===== config.mk =====
export PLATFORM = sky130hd
export DESIGN_NAME = riscvCore
export DESIGN_NICKNAME = d
export VERILOG_FILES = /design/src/hw/rvSerialPkg.sv /design/src/hw/coreSequencer.sv /design/src/hw/insnDecoder.sv /design/src/hw/operandShifter.sv /design/src/hw/riscvCore.sv /design/src/hw/serialAlu.sv
export SDC_FILE = /design/constraint.sdc
export NUM_CORES = 1
export LEC_CHECK = 0
export ABC_AREA = 1
export BUFFER_PORTS_ARGS = -buffer_cell sky130_fd_sc_hd__buf_2
export CORE_MARGIN = 3
export CORE_UTILIZATION = 30
export CTS_BUF_LIST = sky130_fd_sc_hd__clkbuf_8 sky130_fd_sc_hd__clkbuf_16
export CTS_CLUSTER_DIAMETER = 100
export CTS_CLUSTER_SIZE = 14
export DETAILED_ROUTE_END_ITERATION = 10
export GPL_TIMING_DRIVEN = 0
export MAX_ROUTING_LAYER = met4
export PLACE_DENSITY = 0.53
export REMOVE_ABC_BUFFERS = 1
export SKIP_LAST_GASP = 1
export SLEW_MARGIN = 40
export SYNTH_ARGS = -nofsm -noshare
export SYNTH_HDL_FRONTEND = slang
export SYNTH_SLANG_ARGS = --single-unit

===== constraint.sdc =====
create_clock -name cpuSignals -period 4.7 [get_ports cpuSignals]
set_input_delay 0.235 -clock cpuSignals [delete_from_list [all_inputs] [get_ports cpuSignals]]
set_output_delay 0.235 -clock cpuSignals [all_outputs]
set_load 0.03 [all_outputs]

===== src/hw/rvSerialPkg.sv =====
package rvSerialPkg;

    // byte address bus width
    localparam int addrWidth = 16;
    // instruction and register word width
    localparam int insnWidth = 32;
    // sixteen general registers
    localparam int regIdxWidth = 4;
    // first fetch address after reset
    localparam logic [addrWidth-1:0] resetPcDefault = 'h2000;

    // shift counter preload, counter bits 4..3
    localparam logic [1:0] preloadNone = 2'b00;
    // skip one byte, leaves 24 shifts for a store
    localparam logic [1:0] preloadOneByte = 2'b01;

    // funct7 bit 30 and funct3 straight from the opcode
    typedef enum logic [3:0] {
        opAdd = 4'b0000,
        opSub = 4'b1000,
        opXor = 4'b0100,
        opOr  = 4'b0110,
        opAnd = 4'b0111
    } aluOp_t;

    // core to memory, held until ready
    typedef struct packed {
        logic [addrWidth-1:0] address;
        logic [7:0]           dataWrite;
        logic                 writeEnable;
        logic                 strobe;
    } memReq_t;

    // memory to core, ready is a single cycle pulse
    typedef struct packed {
        logic [7:0] dataRead;
        logic       ready;
    } memResp_t;

    typedef struct packed {
        logic                   isLui;
        logic                   isAluOp;
        logic                   isAluImmediate;
        aluOp_t                 aluOp;
        logic [regIdxWidth-1:0] rs1Idx;
        logic [regIdxWidth-1:0] rs2Idx;
        logic [regIdxWidth-1:0] rdIdx;
        logic [insnWidth-1:0]   immediate;
    } decodedInsn_t;

    // sequencer to shifter
    typedef struct packed {
        logic       enable;
        logic       start;
        logic       byteMode;
        logic       xFromAlu;
        logic       yFromAlu;
        logic       yFromX;
        logic       loadByte;
        logic [1:0] preload;
        logic       loadImmToX;
        logic       loadImmToY;
        logic       carryClear;
    } shiftCtrl_t;

    // shifter to sequencer
    typedef struct packed {
        logic counterZero;
        logic byteBoundary;
        logic shiftDone;
    } shiftStatus_t;

endpackage


===== src/hw/coreSequencer.sv =====
`timescale 1ns/1ps

module coreSequencer #(
    parameter logic [rvSerialPkg::addrWidth-1:0] resetPc = rvSerialPkg::resetPcDefault
) (
    input  logic                              cpuSignals,
    input  logic                              rst,
    input  rvSerialPkg::decodedInsn_t         decoded,
    input  rvSerialPkg::shiftStatus_t         status,
    input  rvSerialPkg::memResp_t             memResp,
    output logic [rvSerialPkg::insnWidth-1:0] insnWord,
    output rvSerialPkg::shiftCtrl_t           shiftCtrl,
    output rvSerialPkg::memReq_t              memReq
);
    import rvSerialPkg::*;

    typedef enum logic [1:0] {
        stFetch,
        stFetched,
        stRegFetch,
        stRegStore
    } seqState_t;

    seqState_t            state;
    logic [addrWidth-1:0] pc;
    // instruction bytes, little endian
    logic [insnWidth-1:0] insnBuf;
    logic [addrWidth-1:0] memAddr;
    logic                 memStrobe;
    logic                 memWriteEnable;
    // one cycle pulse, restarts the shifter after a byte
    logic                 shiftStart;
    // second pass, rs1 combined with y through the ALU
    logic                 xFromAlu;
    // first pass, rs2 streamed from x into y
    logic                 yFromX;
    logic                 byteMode;
    logic                 atPause;
    logic                 enterStore;

    // slot of a register in RAM, four bytes each
    function automatic logic [addrWidth-1:0] regSlot(input logic [regIdxWidth-1:0] idx);
        regSlot = addrWidth'({idx, 2'b00});
    endfunction

    assign insnWord = insnBuf;

    assign memReq.address = memAddr;
    // data byte comes from the shifter, merged at the top
    assign memReq.dataWrite = 8'h00;
    assign memReq.writeEnable = memWriteEnable;
    assign memReq.strobe = memStrobe;

    // shifting only in the operand phases
    assign byteMode = (state == stRegFetch) || (state == stRegStore);
    // shifter idle at a byte edge and no access open
    assign atPause = !memStrobe && !shiftStart && status.byteBoundary;
    assign enterStore = (state == stFetched && decoded.isLui) ||
                        (state == stRegFetch && atPause && status.shiftDone && xFromAlu);

    always_comb begin
        // no shifts while a memory access is open
        shiftCtrl.enable = byteMode && !memStrobe &&
                           (shiftStart || !(status.counterZero ||
                                            (byteMode && status.byteBoundary)));
        shiftCtrl.start = shiftStart;
        shiftCtrl.byteMode = byteMode;
        shiftCtrl.xFromAlu = xFromAlu;
        shiftCtrl.yFromAlu = 1'b0;
        shiftCtrl.yFromX = yFromX;
        shiftCtrl.loadByte = (state == stRegFetch) && memStrobe;
        // store writes byte 0 first, then 24 shifts
        shiftCtrl.preload = enterStore ? preloadOneByte : preloadNone;
        shiftCtrl.loadImmToX = (state == stFetched) && decoded.isLui;
        shiftCtrl.loadImmToY = (state == stFetched) && decoded.isAluOp && decoded.isAluImmediate;
        // carry only lives during the ALU pass
        shiftCtrl.carryClear = !xFromAlu;
    end

    always_ff @(posedge cpuSignals) begin
        if (rst) begin
            state <= stFetch;
            pc <= resetPc;
            memStrobe <= 1'b0;
            memWriteEnable <= 1'b0;
            shiftStart <= 1'b0;
            xFromAlu <= 1'b0;
            yFromX <= 1'b0;
        end else begin
            shiftStart <= 1'b0;
            case (state)
                stFetch: begin
                    if (memStrobe && memResp.ready) begin
                        memStrobe <= 1'b0;
                        pc <= pc + addrWidth'(1);
                        insnBuf <= {memResp.dataRead, insnBuf[insnWidth-1:8]};
                        // fourth byte in
                        if (pc[1:0] == 2'b11) begin
                            state <= stFetched;
                        end
                    end else if (!memStrobe) begin
                        memAddr <= pc;
                        memStrobe <= 1'b1;
                    end
                end
                stFetched: begin
                    if (decoded.isLui) begin
                        // immediate already in x, store right away
                        memAddr <= regSlot(decoded.rdIdx);
                        memWriteEnable <= 1'b1;
                        memStrobe <= 1'b1;
                        state <= stRegStore;
                    end else if (decoded.isAluOp) begin
                        if (decoded.isAluImmediate) begin
                            // y holds the immediate, go for rs1
                            memAddr <= regSlot(decoded.rs1Idx);
                            xFromAlu <= 1'b1;
                        end else begin
                            memAddr <= regSlot(decoded.rs2Idx);
                            yFromX <= 1'b1;
                        end
                        memStrobe <= 1'b1;
                        state <= stRegFetch;
                    end else begin
                        // outside the subset, skip it
                        state <= stFetch;
                    end
                end
                stRegFetch: begin
                    if (memStrobe && memResp.ready) begin
                        memStrobe <= 1'b0;
                        shiftStart <= 1'b1;
                    end else if (atPause) begin
                        if (!status.shiftDone) begin
                            memAddr <= memAddr + addrWidth'(1);
                            memStrobe <= 1'b1;
                        end else if (xFromAlu) begin
                            // result complete in x
                            xFromAlu <= 1'b0;
                            memAddr <= regSlot(decoded.rdIdx);
                            memWriteEnable <= 1'b1;
                            memStrobe <= 1'b1;
                            state <= stRegStore;
                        end else begin
                            // rs2 in y, now rs1 through the ALU
                            yFromX <= 1'b0;
                            xFromAlu <= 1'b1;
                            memAddr <= regSlot(decoded.rs1Idx);
                            memStrobe <= 1'b1;
                        end
                    end
                end
                stRegStore: begin
                    if (memStrobe && memResp.ready) begin
                        memStrobe <= 1'b0;
                        if (status.shiftDone) begin
                            // last byte written, next instruction
                            memWriteEnable <= 1'b0;
                            state <= stFetch;
                        end else begin
                            shiftStart <= 1'b1;
                        end
                    end else if (atPause) begin
                        memAddr <= memAddr + addrWidth'(1);
                        memStrobe <= 1'b1;
                    end
                end
                default: begin
                    state <= stFetch;
                end
            endcase
        end
    end

endmodule


===== src/hw/insnDecoder.sv =====
`timescale 1ns/1ps

module insnDecoder (
    input  logic [rvSerialPkg::insnWidth-1:0] insnWord,
    output rvSerialPkg::decodedInsn_t         decoded
);
    import rvSerialPkg::*;

    // full 7 bit opcodes, 32 bit encodings only
    localparam logic [6:0] opcodeLui = 7'b0110111;
    localparam logic [6:0] opcodeAluImm = 7'b0010011;
    localparam logic [6:0] opcodeAluReg = 7'b0110011;

    logic [6:0] opcode;
    logic       takeBit30;

    assign opcode = insnWord[6:0];

    // low four bits of each register field
    assign decoded.rs1Idx = insnWord[18:15];
    assign decoded.rs2Idx = insnWord[23:20];
    assign decoded.rdIdx = insnWord[10:7];

    assign decoded.isLui = opcode == opcodeLui;
    assign decoded.isAluOp = (opcode == opcodeAluImm) || (opcode == opcodeAluReg);
    // bit 5 clear means rs1 op immediate
    assign decoded.isAluImmediate = !opcode[5];

    // bit 30 belongs to the immediate except for register ops and SRAI
    assign takeBit30 = (opcode[5] || insnWord[14:12] == 3'b101) && insnWord[30];

    // non ALU instructions run the datapath as plain ADD
    assign decoded.aluOp = decoded.isAluOp ? aluOp_t'({takeBit30, insnWord[14:12]}) : opAdd;

    always_comb begin
        if (opcode == opcodeAluImm) begin
            // I-type, sign extended from bit 31
            decoded.immediate = {{20{insnWord[31]}}, insnWord[31:20]};
        end else if (opcode == opcodeLui) begin
            // U-type, low 12 bits zero
            decoded.immediate = {insnWord[31:12], 12'h000};
        end else begin
            decoded.immediate = '0;
        end
    end

endmodule


===== src/hw/operandShifter.sv =====
`timescale 1ns/1ps

module operandShifter (
    input  logic                              cpuSignals,
    input  logic                              rst,
    input  rvSerialPkg::shiftCtrl_t           ctrl,
    input  rvSerialPkg::memResp_t             memResp,
    input  logic [rvSerialPkg::insnWidth-1:0] immediate,
    input  logic                              aluResult,
    input  logic                              aluCarry,
    output logic                              xLsb,
    output logic                              yLsb,
    output logic [7:0]                        wrByte,
    output rvSerialPkg::shiftStatus_t         status
);
    import rvSerialPkg::*;

    // the two working registers, both shift right
    logic [insnWidth-1:0] x;
    logic [insnWidth-1:0] y;
    // counts shifted bits, wraps to zero after 32
    logic [4:0]           shiftCounter;
    logic                 doShift;
    logic                 pausePoint;

    assign status.counterZero = shiftCounter == 5'd0;
    assign status.byteBoundary = shiftCounter[2:0] == 3'd0;
    // a pending start means the run is not over yet
    assign status.shiftDone = status.counterZero && !ctrl.start;

    // stop at zero, or at every byte in byte mode
    assign pausePoint = status.counterZero || (ctrl.byteMode && status.byteBoundary);
    assign doShift = ctrl.enable && (ctrl.start || !pausePoint);

    assign xLsb = x[0];
    assign yLsb = y[0];
    // low byte of x goes out on writes
    assign wrByte = x[7:0];

    always_ff @(posedge cpuSignals) begin
        if (rst) begin
            shiftCounter <= 5'd0;
        end else if (doShift) begin
            shiftCounter <= shiftCounter + 5'd1;
        end else if (ctrl.preload != preloadNone) begin
            shiftCounter <= {ctrl.preload, 3'b000};
        end
    end

    always_ff @(posedge cpuSignals) begin
        if (ctrl.loadImmToX) begin
            x <= immediate;
        end else if (doShift) begin
            // result bit or plain rotate
            x <= {ctrl.xFromAlu ? aluResult : x[0], x[insnWidth-1:1]};
        end else if (ctrl.loadByte && memResp.ready) begin
            // next operand byte lands under the shifted bits
            x[7:0] <= memResp.dataRead;
        end
    end

    always_ff @(posedge cpuSignals) begin
        if (ctrl.loadImmToY) begin
            y <= immediate;
        end else if (doShift) begin
            if (ctrl.yFromAlu) begin
                // y top bit takes the carry chain
                y <= {aluCarry, y[insnWidth-1:1]};
            end else if (ctrl.yFromX) begin
                // operand streamed in from x
                y <= {x[0], y[insnWidth-1:1]};
            end else begin
                y <= {y[0], y[insnWidth-1:1]};
            end
        end
    end

endmodule


===== src/hw/riscvCore.sv =====
`timescale 1ns/1ps

module riscvCore #(
    parameter logic [rvSerialPkg::addrWidth-1:0] resetPc = rvSerialPkg::resetPcDefault
) (
    input  logic                  cpuSignals,
    input  logic                  rst,
    output rvSerialPkg::memReq_t  memReq,
    input  rvSerialPkg::memResp_t memResp
);
    import rvSerialPkg::*;

    decodedInsn_t         decoded;
    shiftCtrl_t           shiftCtrl;
    shiftStatus_t         shiftStatus;
    memReq_t              seqReq;
    logic [insnWidth-1:0] insnWord;
    logic                 xLsb;
    logic                 yLsb;
    logic                 aluResult;
    logic                 aluCarry;
    logic [7:0]           wrByte;

    // write data always from x low byte
    always_comb begin
        memReq = seqReq;
        memReq.dataWrite = wrByte;
    end

    coreSequencer #(.resetPc(resetPc)) seq (
        .cpuSignals(cpuSignals), .rst(rst), .decoded(decoded), .status(shiftStatus),
        .memResp(memResp), .insnWord(insnWord), .shiftCtrl(shiftCtrl), .memReq(seqReq)
    );

    insnDecoder dec (.insnWord(insnWord), .decoded(decoded));

    operandShifter shifter (
        .cpuSignals(cpuSignals), .rst(rst), .ctrl(shiftCtrl), .memResp(memResp),
        .immediate(decoded.immediate), .aluResult(aluResult), .aluCarry(aluCarry),
        .xLsb(xLsb), .yLsb(yLsb), .wrByte(wrByte), .status(shiftStatus)
    );

    // carry steps with every shift
    serialAlu alu (
        .cpuSignals(cpuSignals), .rst(rst), .op(decoded.aluOp), .xBit(xLsb), .yBit(yLsb),
        .step(shiftCtrl.enable), .carryClear(shiftCtrl.carryClear), .result(aluResult),
        .carryOut(aluCarry)
    );

endmodule


===== src/hw/serialAlu.sv =====
`timescale 1ns/1ps

module serialAlu (
    input  logic                cpuSignals,
    input  logic                rst,
    input  rvSerialPkg::aluOp_t op,
    input  logic                xBit,
    input  logic                yBit,
    input  logic                step,
    input  logic                carryClear,
    output logic                result,
    output logic                carryOut
);
    import rvSerialPkg::*;

    // running carry for add, borrow for sub
    logic carry;

    always_comb begin
        case (op)
            opAdd: begin
                result = xBit ^ yBit ^ carry;
                carryOut = (xBit & yBit) | (carry & (xBit ^ yBit));
            end
            opSub: begin
                // x - y - borrow, same sum bit as add
                result = xBit ^ yBit ^ carry;
                carryOut = (~xBit & yBit) | (carry & ~(xBit ^ yBit));
            end
            opAnd: begin
                result = xBit & yBit;
                carryOut = 1'b0;
            end
            opOr: begin
                result = xBit | yBit;
                carryOut = 1'b0;
            end
            opXor: begin
                result = xBit ^ yBit;
                carryOut = 1'b0;
            end
            default: begin
                result = 1'b0;
                carryOut = 1'b0;
            end
        endcase
    end

    // clear wins over step
    always_ff @(posedge cpuSignals) begin
        if (rst || carryClear) begin
            carry <= 1'b0;
        end else if (step) begin
            carry <= carryOut;
        end
    end

endmodule


==> flow_summary_export.csv, run 1 <==
group,metric,value,unit
grt,maximum_number_of_pins_on_one_net_before_global_route_repair,46,
clock_tree,cts-htree-levels,4,
sta,slew_violations,0,
final_layout,n_fill_cell,2260,
routing,detailroute.via_count,5088,
routing,drtIter0Drc,402,
die,start_util,0.3107,
yosys,synth_ff_type,"edfxtp_1",
sta,post-route-period-util,0.5801,
clock_tree,cts_num_sinks,141,
placed_design,final_gp_congestion,0.8709,
clock_tree,clkTransAtPathRegs,0.06,ns
clock_tree,count_of_cells_resized_by_post_cts_repair,0,
critical_path,critical_path.slowest_cell,"nand2_2",
die,core,0.02216,mm^2
placed_design,io_buffers,36,
yosys,synthDistinctLibCells,39,
critical_path,worstReg2RegStart,"seq.insnWord[3]",
routing,detail_route.vias_per_cell,4.777,
yosys,asyncSetResetFlopFracSynth,0,
die,chipHeight,157.5,um
pwr,peakVddDrop,0.2881,mV
final_layout,areaGrowthSynthToFinish,14.83,%
yosys,synth_cells,745,
yosys,ys_warn_count,0,
yosys,synth.avg_cell_area,9.244,um^2
grt,first_global_vias,4922,
final_layout,layout_commonest_cell,"nand2_1",
pwr,power.density_cell_area,460.3,mW/mm^2
final_layout,antenna_cells_inserted,0,
sta,fin_setup_tns,0,ns
sta,setup_viol,0,
critical_path,critical_path.max_stage_delay,0.79,ns
grt,grt_pass1_wl,25990,um
yosys,netlist_area,0.006887,mm^2
grt,global_route.overflow_total,0,
critical_path,crit_path_cell_trace,"nor2_1 > nand2_1 > nor3_1 > nand2_2 > nand2_2",
clock_tree,cts_buffer_depth,2,
die,dieWidth,157.5,um
pwr,total_power,3.640,mW
sta,worst_clock_skew,0.009168,ns
clock_tree,ctsRootBufferMaster,"clkbuf_16",
critical_path,peak_fanout_along_the_critical_path,44,
grt,antenna_found_initial,0,
critical_path,worst_path_dominant_cell_family,"simple AND/OR/NAND/NOR gates",
sta,relSlewSlack,0.4765,
final_layout,finalNetCount,793,
critical_path,crit-reg2reg-capture,"shifter.y[5]",
critical_path,cp_num_buf_inv,0,
placed_design,placement.setup.worst_slack,1.939,ns
sta,max_freq,366.8,MHz
clock_tree,clock_latency,0.42,ns
sta,period_minus_slack,2.726,ns
critical_path,crit_end,"shifter.y[5]",
critical_path,cp-end-kind,"register",
sta,unrepaired_setup_endpoints_after_global_routing,"false",
run_status,outcome,"complete, no violations",
critical_path,crit_path_start_kind,"register",
critical_path,crit_top_cell,"nand2_2",
yosys,synth_sequential_area_ratio,0.5727,
critical_path,ff2ff_setup_slack,1.97,ns
pwr,p_leak,3.097,nW
yosys,synth-edff-count,112,
placed_design,final_hpwl_dp,10710,um
routing,route.detailed.wl_per_inst,14.88,um
critical_path,critPathLaunch,"seq.insnWord[3]",
final_layout,layout_common_cells,"191 x nand2_1, 112 x edfxtp_1, 72 x inv_1",
routing,drc,0,
routing,antenna_violating_nets_post_route,0,
routing,drt-total-wl,15840,um
job,max_cap_viol_count,0,
sta,post-route-worst-setup-slack,1.974,ns
clock_tree,cts_tree,"done",
sta,hold_viol_final,0,
critical_path,critPathRequiredTime,4.75,ns
yosys,synth-seq-cells,141,
min_path,hp-class,"in2reg",
sta,tightestPinTransition,0.7825,ns
final_layout,post_route_cells_drive_above_1_share,0.1401,
clock_tree,numCtsBuffers,17,
routing,drt-pass1-iter-count,5,
die,i_o_pin_cnt,37,
critical_path,cp.depth,5,
critical_path,cp_data_arrival_time,2.77,ns
grt,grt.total_usage,0.1380,
min_path,hold_start,"memResp[2]",
die,dieArea,0.02481,mm^2
critical_path,worstRegToRegCells,5,
critical_path,crit_type,"reg2reg",
die,num_rows,54,
[state kept, by name (all words and copies together), names as in the netlist, 5 cells and up, named ones only]
| name | flops |
|---|---|
| shifter.shiftCounter | 5 |
| seq.pc | 16 |
| shifter.y | 32 |
| seq.insnWord | 32 |
| shifter.x | 32 |
| seq.memAddr | 16 |
[synthesized netlist by cell type (3+ instances only)]
library cell    n  area share
nand2_1       194        0.11
edfxtp_1      112        0.49
inv_1          72       0.039
nor2_1         72       0.039
o21ai_0        51       0.037
nand3_1        40       0.029
dfxtp_1        29       0.084
a21oi_1        25       0.018
nand4_1        16       0.015
buf_4          13       0.014
nor3_1         13      0.0094
clkbuf_1       12      0.0065
o31ai_2        10       0.018
inv_2           8      0.0044
o31ai_1         8      0.0087
ha_1            6       0.011
nand2_2         6      0.0055
o211ai_1        6      0.0065
buf_2           5      0.0036
nor2_4          5      0.0082
xor2_1          5      0.0064
o21ai_1         4      0.0029
o22ai_1         4      0.0036
clkinv_1        3      0.0016
nor2_2          3      0.0027
or2_2           3      0.0027
[cell families (layout without fill, tap and decap cells)]
logic type | after synthesis | count (layout) | synth area share
buffers and inverters | 115 | 155 | 0.07285
flip-flops | 141 | 141 | 0.5727
AO/OA/AOI/OAI | 115 | 115 | 0.1028
XOR/XNOR | 7 | 7 | 0.008903
adder cells (fa/ha/maj) | 8 | 8 | 0.01672
AND/OR/NAND/NOR | 359 | 359 | 0.2260
[report_power, final]
group,internal (mW),total [mW],switching [mW]
Combinational,0.190,0.723,0.534
Sequential,1.48,1.60,0.126
Clock,0.779,1.31,0.535
Total,2.45,3.64,1.19
[through the flow]
| stage | cell area (um^2) | util | std cells | hold slack [ns] |
|---|---|---|---|---|
| floorplan | 6696 | - | 713 | 0.3041 |
| global placement | 7227 | 0.3261 | 1029 | 0.4055 |
| detailed placement | 7289 | 0.3289 | 1030 | 0.4045 |
| CTS | 7908 | 0.3568 | 1065 | 0.003840 |
| global route | 7908 | 0.3568 | 1065 | 0.002713 |
| finish | 7908 | 0.3568 | 1065 | 0.01915 |
[routing by layer]
| metal | global-route usage | part of all wire | routed length (um) | vias up |
|---|---|---|---|---|
| met5 | - | 0 | 0 | - |
| met4 | 0.05165 | 0.019 | 308 | 0 |
| met3 | 0.02695 | 0.037 | 580 | 22 |
| met2 | 0.2042 | 0.44 | 6964 | 108 |
| met1 | 0.1883 | 0.50 | 7991 | 2387 |
| li1 | - | - | - | 2571 |
[area by class of cell]
cell class                      count  area, um^2  area share
Sequential cell                   141        3944      0.4987
Tap cell                          280       350.3     0.04430
Clock buffer                       17       425.4     0.05380
Multi-Input combinational cell    489        2476      0.3131
Timing Repair Buffer               42       257.7     0.03259
Inverter                           83       311.5     0.03940
Clock inverter                     13       142.6     0.01804
[repair_timing]
item                      in CTS  in global routing
hold buffers                   5                  0
buffers inserted               0                  0
hold endpoints to repair       5                  0
[worst min path at each step]
stage / end / slack [ns] / cells past startpoint
after floorplan: seq.pc[11] / 0.30 / 1
after global placement: seq.insnWord[3] / 0.41 / 0
after detailed placement: seq.insnWord[3] / 0.40 / 0
after CTS: seq.insnWord[26] / 0.004 / 1
after global routing: seq.insnWord[25] / 0.003 / 1
final: seq.insnWord[25] / 0.02 / 1
Power figures use the tool's default switching activity.
==> run 2, diff against run 1 <==
- clock period: 4.7 -> 2.6 ns (I/O delays scaled with it)
==> run 2 against run 1 <==
Non-clock buffer count is 4 higher; final cell count up 0.38%; routed wire length up 0.13%; count of clock-buffer cells in the layout unchanged; first-iteration DRC count increased by 3.0%; global-route usage about the same; register-to-register slack got worse by 1.8 ns; clock skew about the same; sequential power grew 81%; clock power grew 82%; sequential cell count unchanged; largest cell class unchanged.
==> flow_summary_export.csv, run 2 (synthesized netlist as in run 1, its figures left out) <==
group,metric,value,unit
die,start_util,0.3107,
placed_design,placed_cells_incl_taps,1030,
final_layout,antenna_cells_inserted,0,
final_layout,finalNetCount,797,
pwr,power.density_cell_area,830.2,mW/mm^2
clock_tree,clock_latency,0.42,ns
critical_path,peak_fanout_along_the_critical_path,44,
routing,drt-total-wl,15870,um
run_status,outcome,"complete, no violations",
placed_design,placement.cell_area,0.007289,mm^2
clock_tree,numCtsBuffers,17,
pwr,peakVddDrop,0.5210,mV
critical_path,cp_data_arrival_time,2.47,ns
sta,worst_clock_skew,0.009293,ns
placed_design,final_hpwl_dp,10710,um
routing,drc,0,
clock_tree,ctsRootBufferMaster,"clkbuf_16",
critical_path,worstRegToRegCells,5,
die,dieArea,0.02481,mm^2
routing,antenna_violating_nets_post_route,0,
sta,slew_violations,0,
clock_tree,clkTransAtPathRegs,0.06,ns
critical_path,crit_end,"shifter.y[6]",
routing,detailroute.via_count,5112,
grt,grt.total_usage,0.1383,
clock_tree,cts_num_sinks,141,
grt,maximum_number_of_pins_on_one_net_before_global_route_repair,46,
critical_path,critPathRequiredTime,2.69,ns
placed_design,final_gp_congestion,0.8709,
min_path,hp-class,"in2reg",
final_layout,areaGrowthSynthToFinish,15.82,%
final_layout,layout.cells.non_filler,1069,
pwr,total_power,6.622,mW
sta,setup_viol,0,
clock_tree,cts_buffer_depth,2,
grt,grt_pass1_wl,26040,um
final_layout,layout_commonest_cell,"nand2_1",
routing,drtIter0Drc,414,
grt,antenna_found_initial,0,
critical_path,critPathLaunch,"seq.insnWord[3]",
critical_path,crit_type,"reg2reg",
job,max_cap_viol_count,0,
grt,first_global_vias,4932,
routing,drt-pass1-iter-count,5,
sta,tightestPinTransition,0.7929,ns
die,dieWidth,157.5,um
die,core,0.02216,mm^2
placed_design,placement.setup.worst_slack,-0.1609,ns
sta,period_minus_slack,2.380,ns
die,num_rows,54,
sta,hold_viol_final,0,
pwr,p_leak,3.121,nW
placed_design,io_buffers,36,
final_layout,layout_common_cells,"191 x nand2_1, 112 x edfxtp_1, 72 x inv_1",
routing,route.detailed.wl_per_inst,14.84,um
final_layout,post-route-cell-area,0.007976,mm^2
grt,global_route.overflow_total,0,
sta,post-route-period-util,0.9155,
die,i_o_pin_cnt,37,
sta,post-route-worst-setup-slack,0.2198,ns
final_layout,post_route_cells_drive_above_1_share,0.1407,
clock_tree,cts_tree,"done",
sta,max_freq,420.1,MHz
clock_tree,cts-htree-levels,4,
die,chipHeight,157.5,um
critical_path,cp-end-kind,"register",
sta,unrepaired_setup_endpoints_after_global_routing,"true",
critical_path,crit-reg2reg-capture,"shifter.y[6]",
critical_path,worstReg2RegStart,"seq.insnWord[3]",
sta,relSlewSlack,0.4696,
routing,detail_route.vias_per_cell,4.782,
critical_path,ff2ff_setup_slack,0.22,ns
critical_path,crit_path_start_kind,"register",
run 2: power breakdown:
group,switching [mW],internal [mW]
combinational,0.969,0.374
clock,0.976,1.41
sequential,0.226,2.67
run 2: metal layers:
layer  part of all wire  vias to the layer above  wire [um]  GRT usage
met5                  0                        -          0          -
met4              0.021                        0        327    0.05165
met3              0.036                       24        579    0.02695
met2               0.44                       92       6980     0.2046
met1               0.50                     2410       7977     0.1888
li1                   -                     2586          -          -
run 2: cell type report:
cell class | instances | area, um^2
clock buffers | 17 | 425.4
clock inverters | 13 | 142.6
fillers | 2252 | 14180
inverters | 83 | 311.5
multi-input cells | 489 | 2495
flip-flops and latches | 141 | 3944
well taps | 280 | 350.3
repair buffers | 46 | 307.8
run 2: timing repair:
action                                  in CTS  in global routing
hold buffers                                 8                  0
endpoints found under the setup margin      32                 72
setup buffers                                0                  1
pin swaps                                    0                  1
gates resized for setup                      1                  2
endpoints found under the hold margin        8                  0
run 2: through the flow:
| step | hold WS (ns) | TNS (ns) | utilization |
|---|---|---|---|
| after floorplan | 0.1991 | -7.252 | - |
| after global routing | 0.1008 | -2.209 | 0.3599 |
| after global placement | 0.3280 | -100.28 | 0.3261 |
| final | 0.1003 | 0 | 0.3599 |
| after detailed placement | 0.3275 | -5.123 | 0.3289 |
| after CTS | 0.08961 | 0 | 0.3584 |
run 2: worst min-delay path by stage:
stage | slack, ns | endpoint | from | cells after the start
finish | 0.10 | shifter.shiftCounter[3] | rst | 2
global route | 0.10 | seq.pc[15] | rst | 2
CTS | 0.09 | shifter.shiftCounter[3] | rst | 2
detailed placement | 0.33 | seq.insnWord[30] | memResp[7] | 1
global placement | 0.33 | seq.insnWord[30] | memResp[7] | 1
floorplan | 0.20 | seq.pc[11] | rst | 1
run 2: worst max-delay path, cell delays in order, from the launching register on:
cell and delay (ns):
edfxtp_1 0.40, nor2_1 0.18, nand2_1 0.10, nor3_1 0.34, nand2_2 0.57, nand2_8 0.45
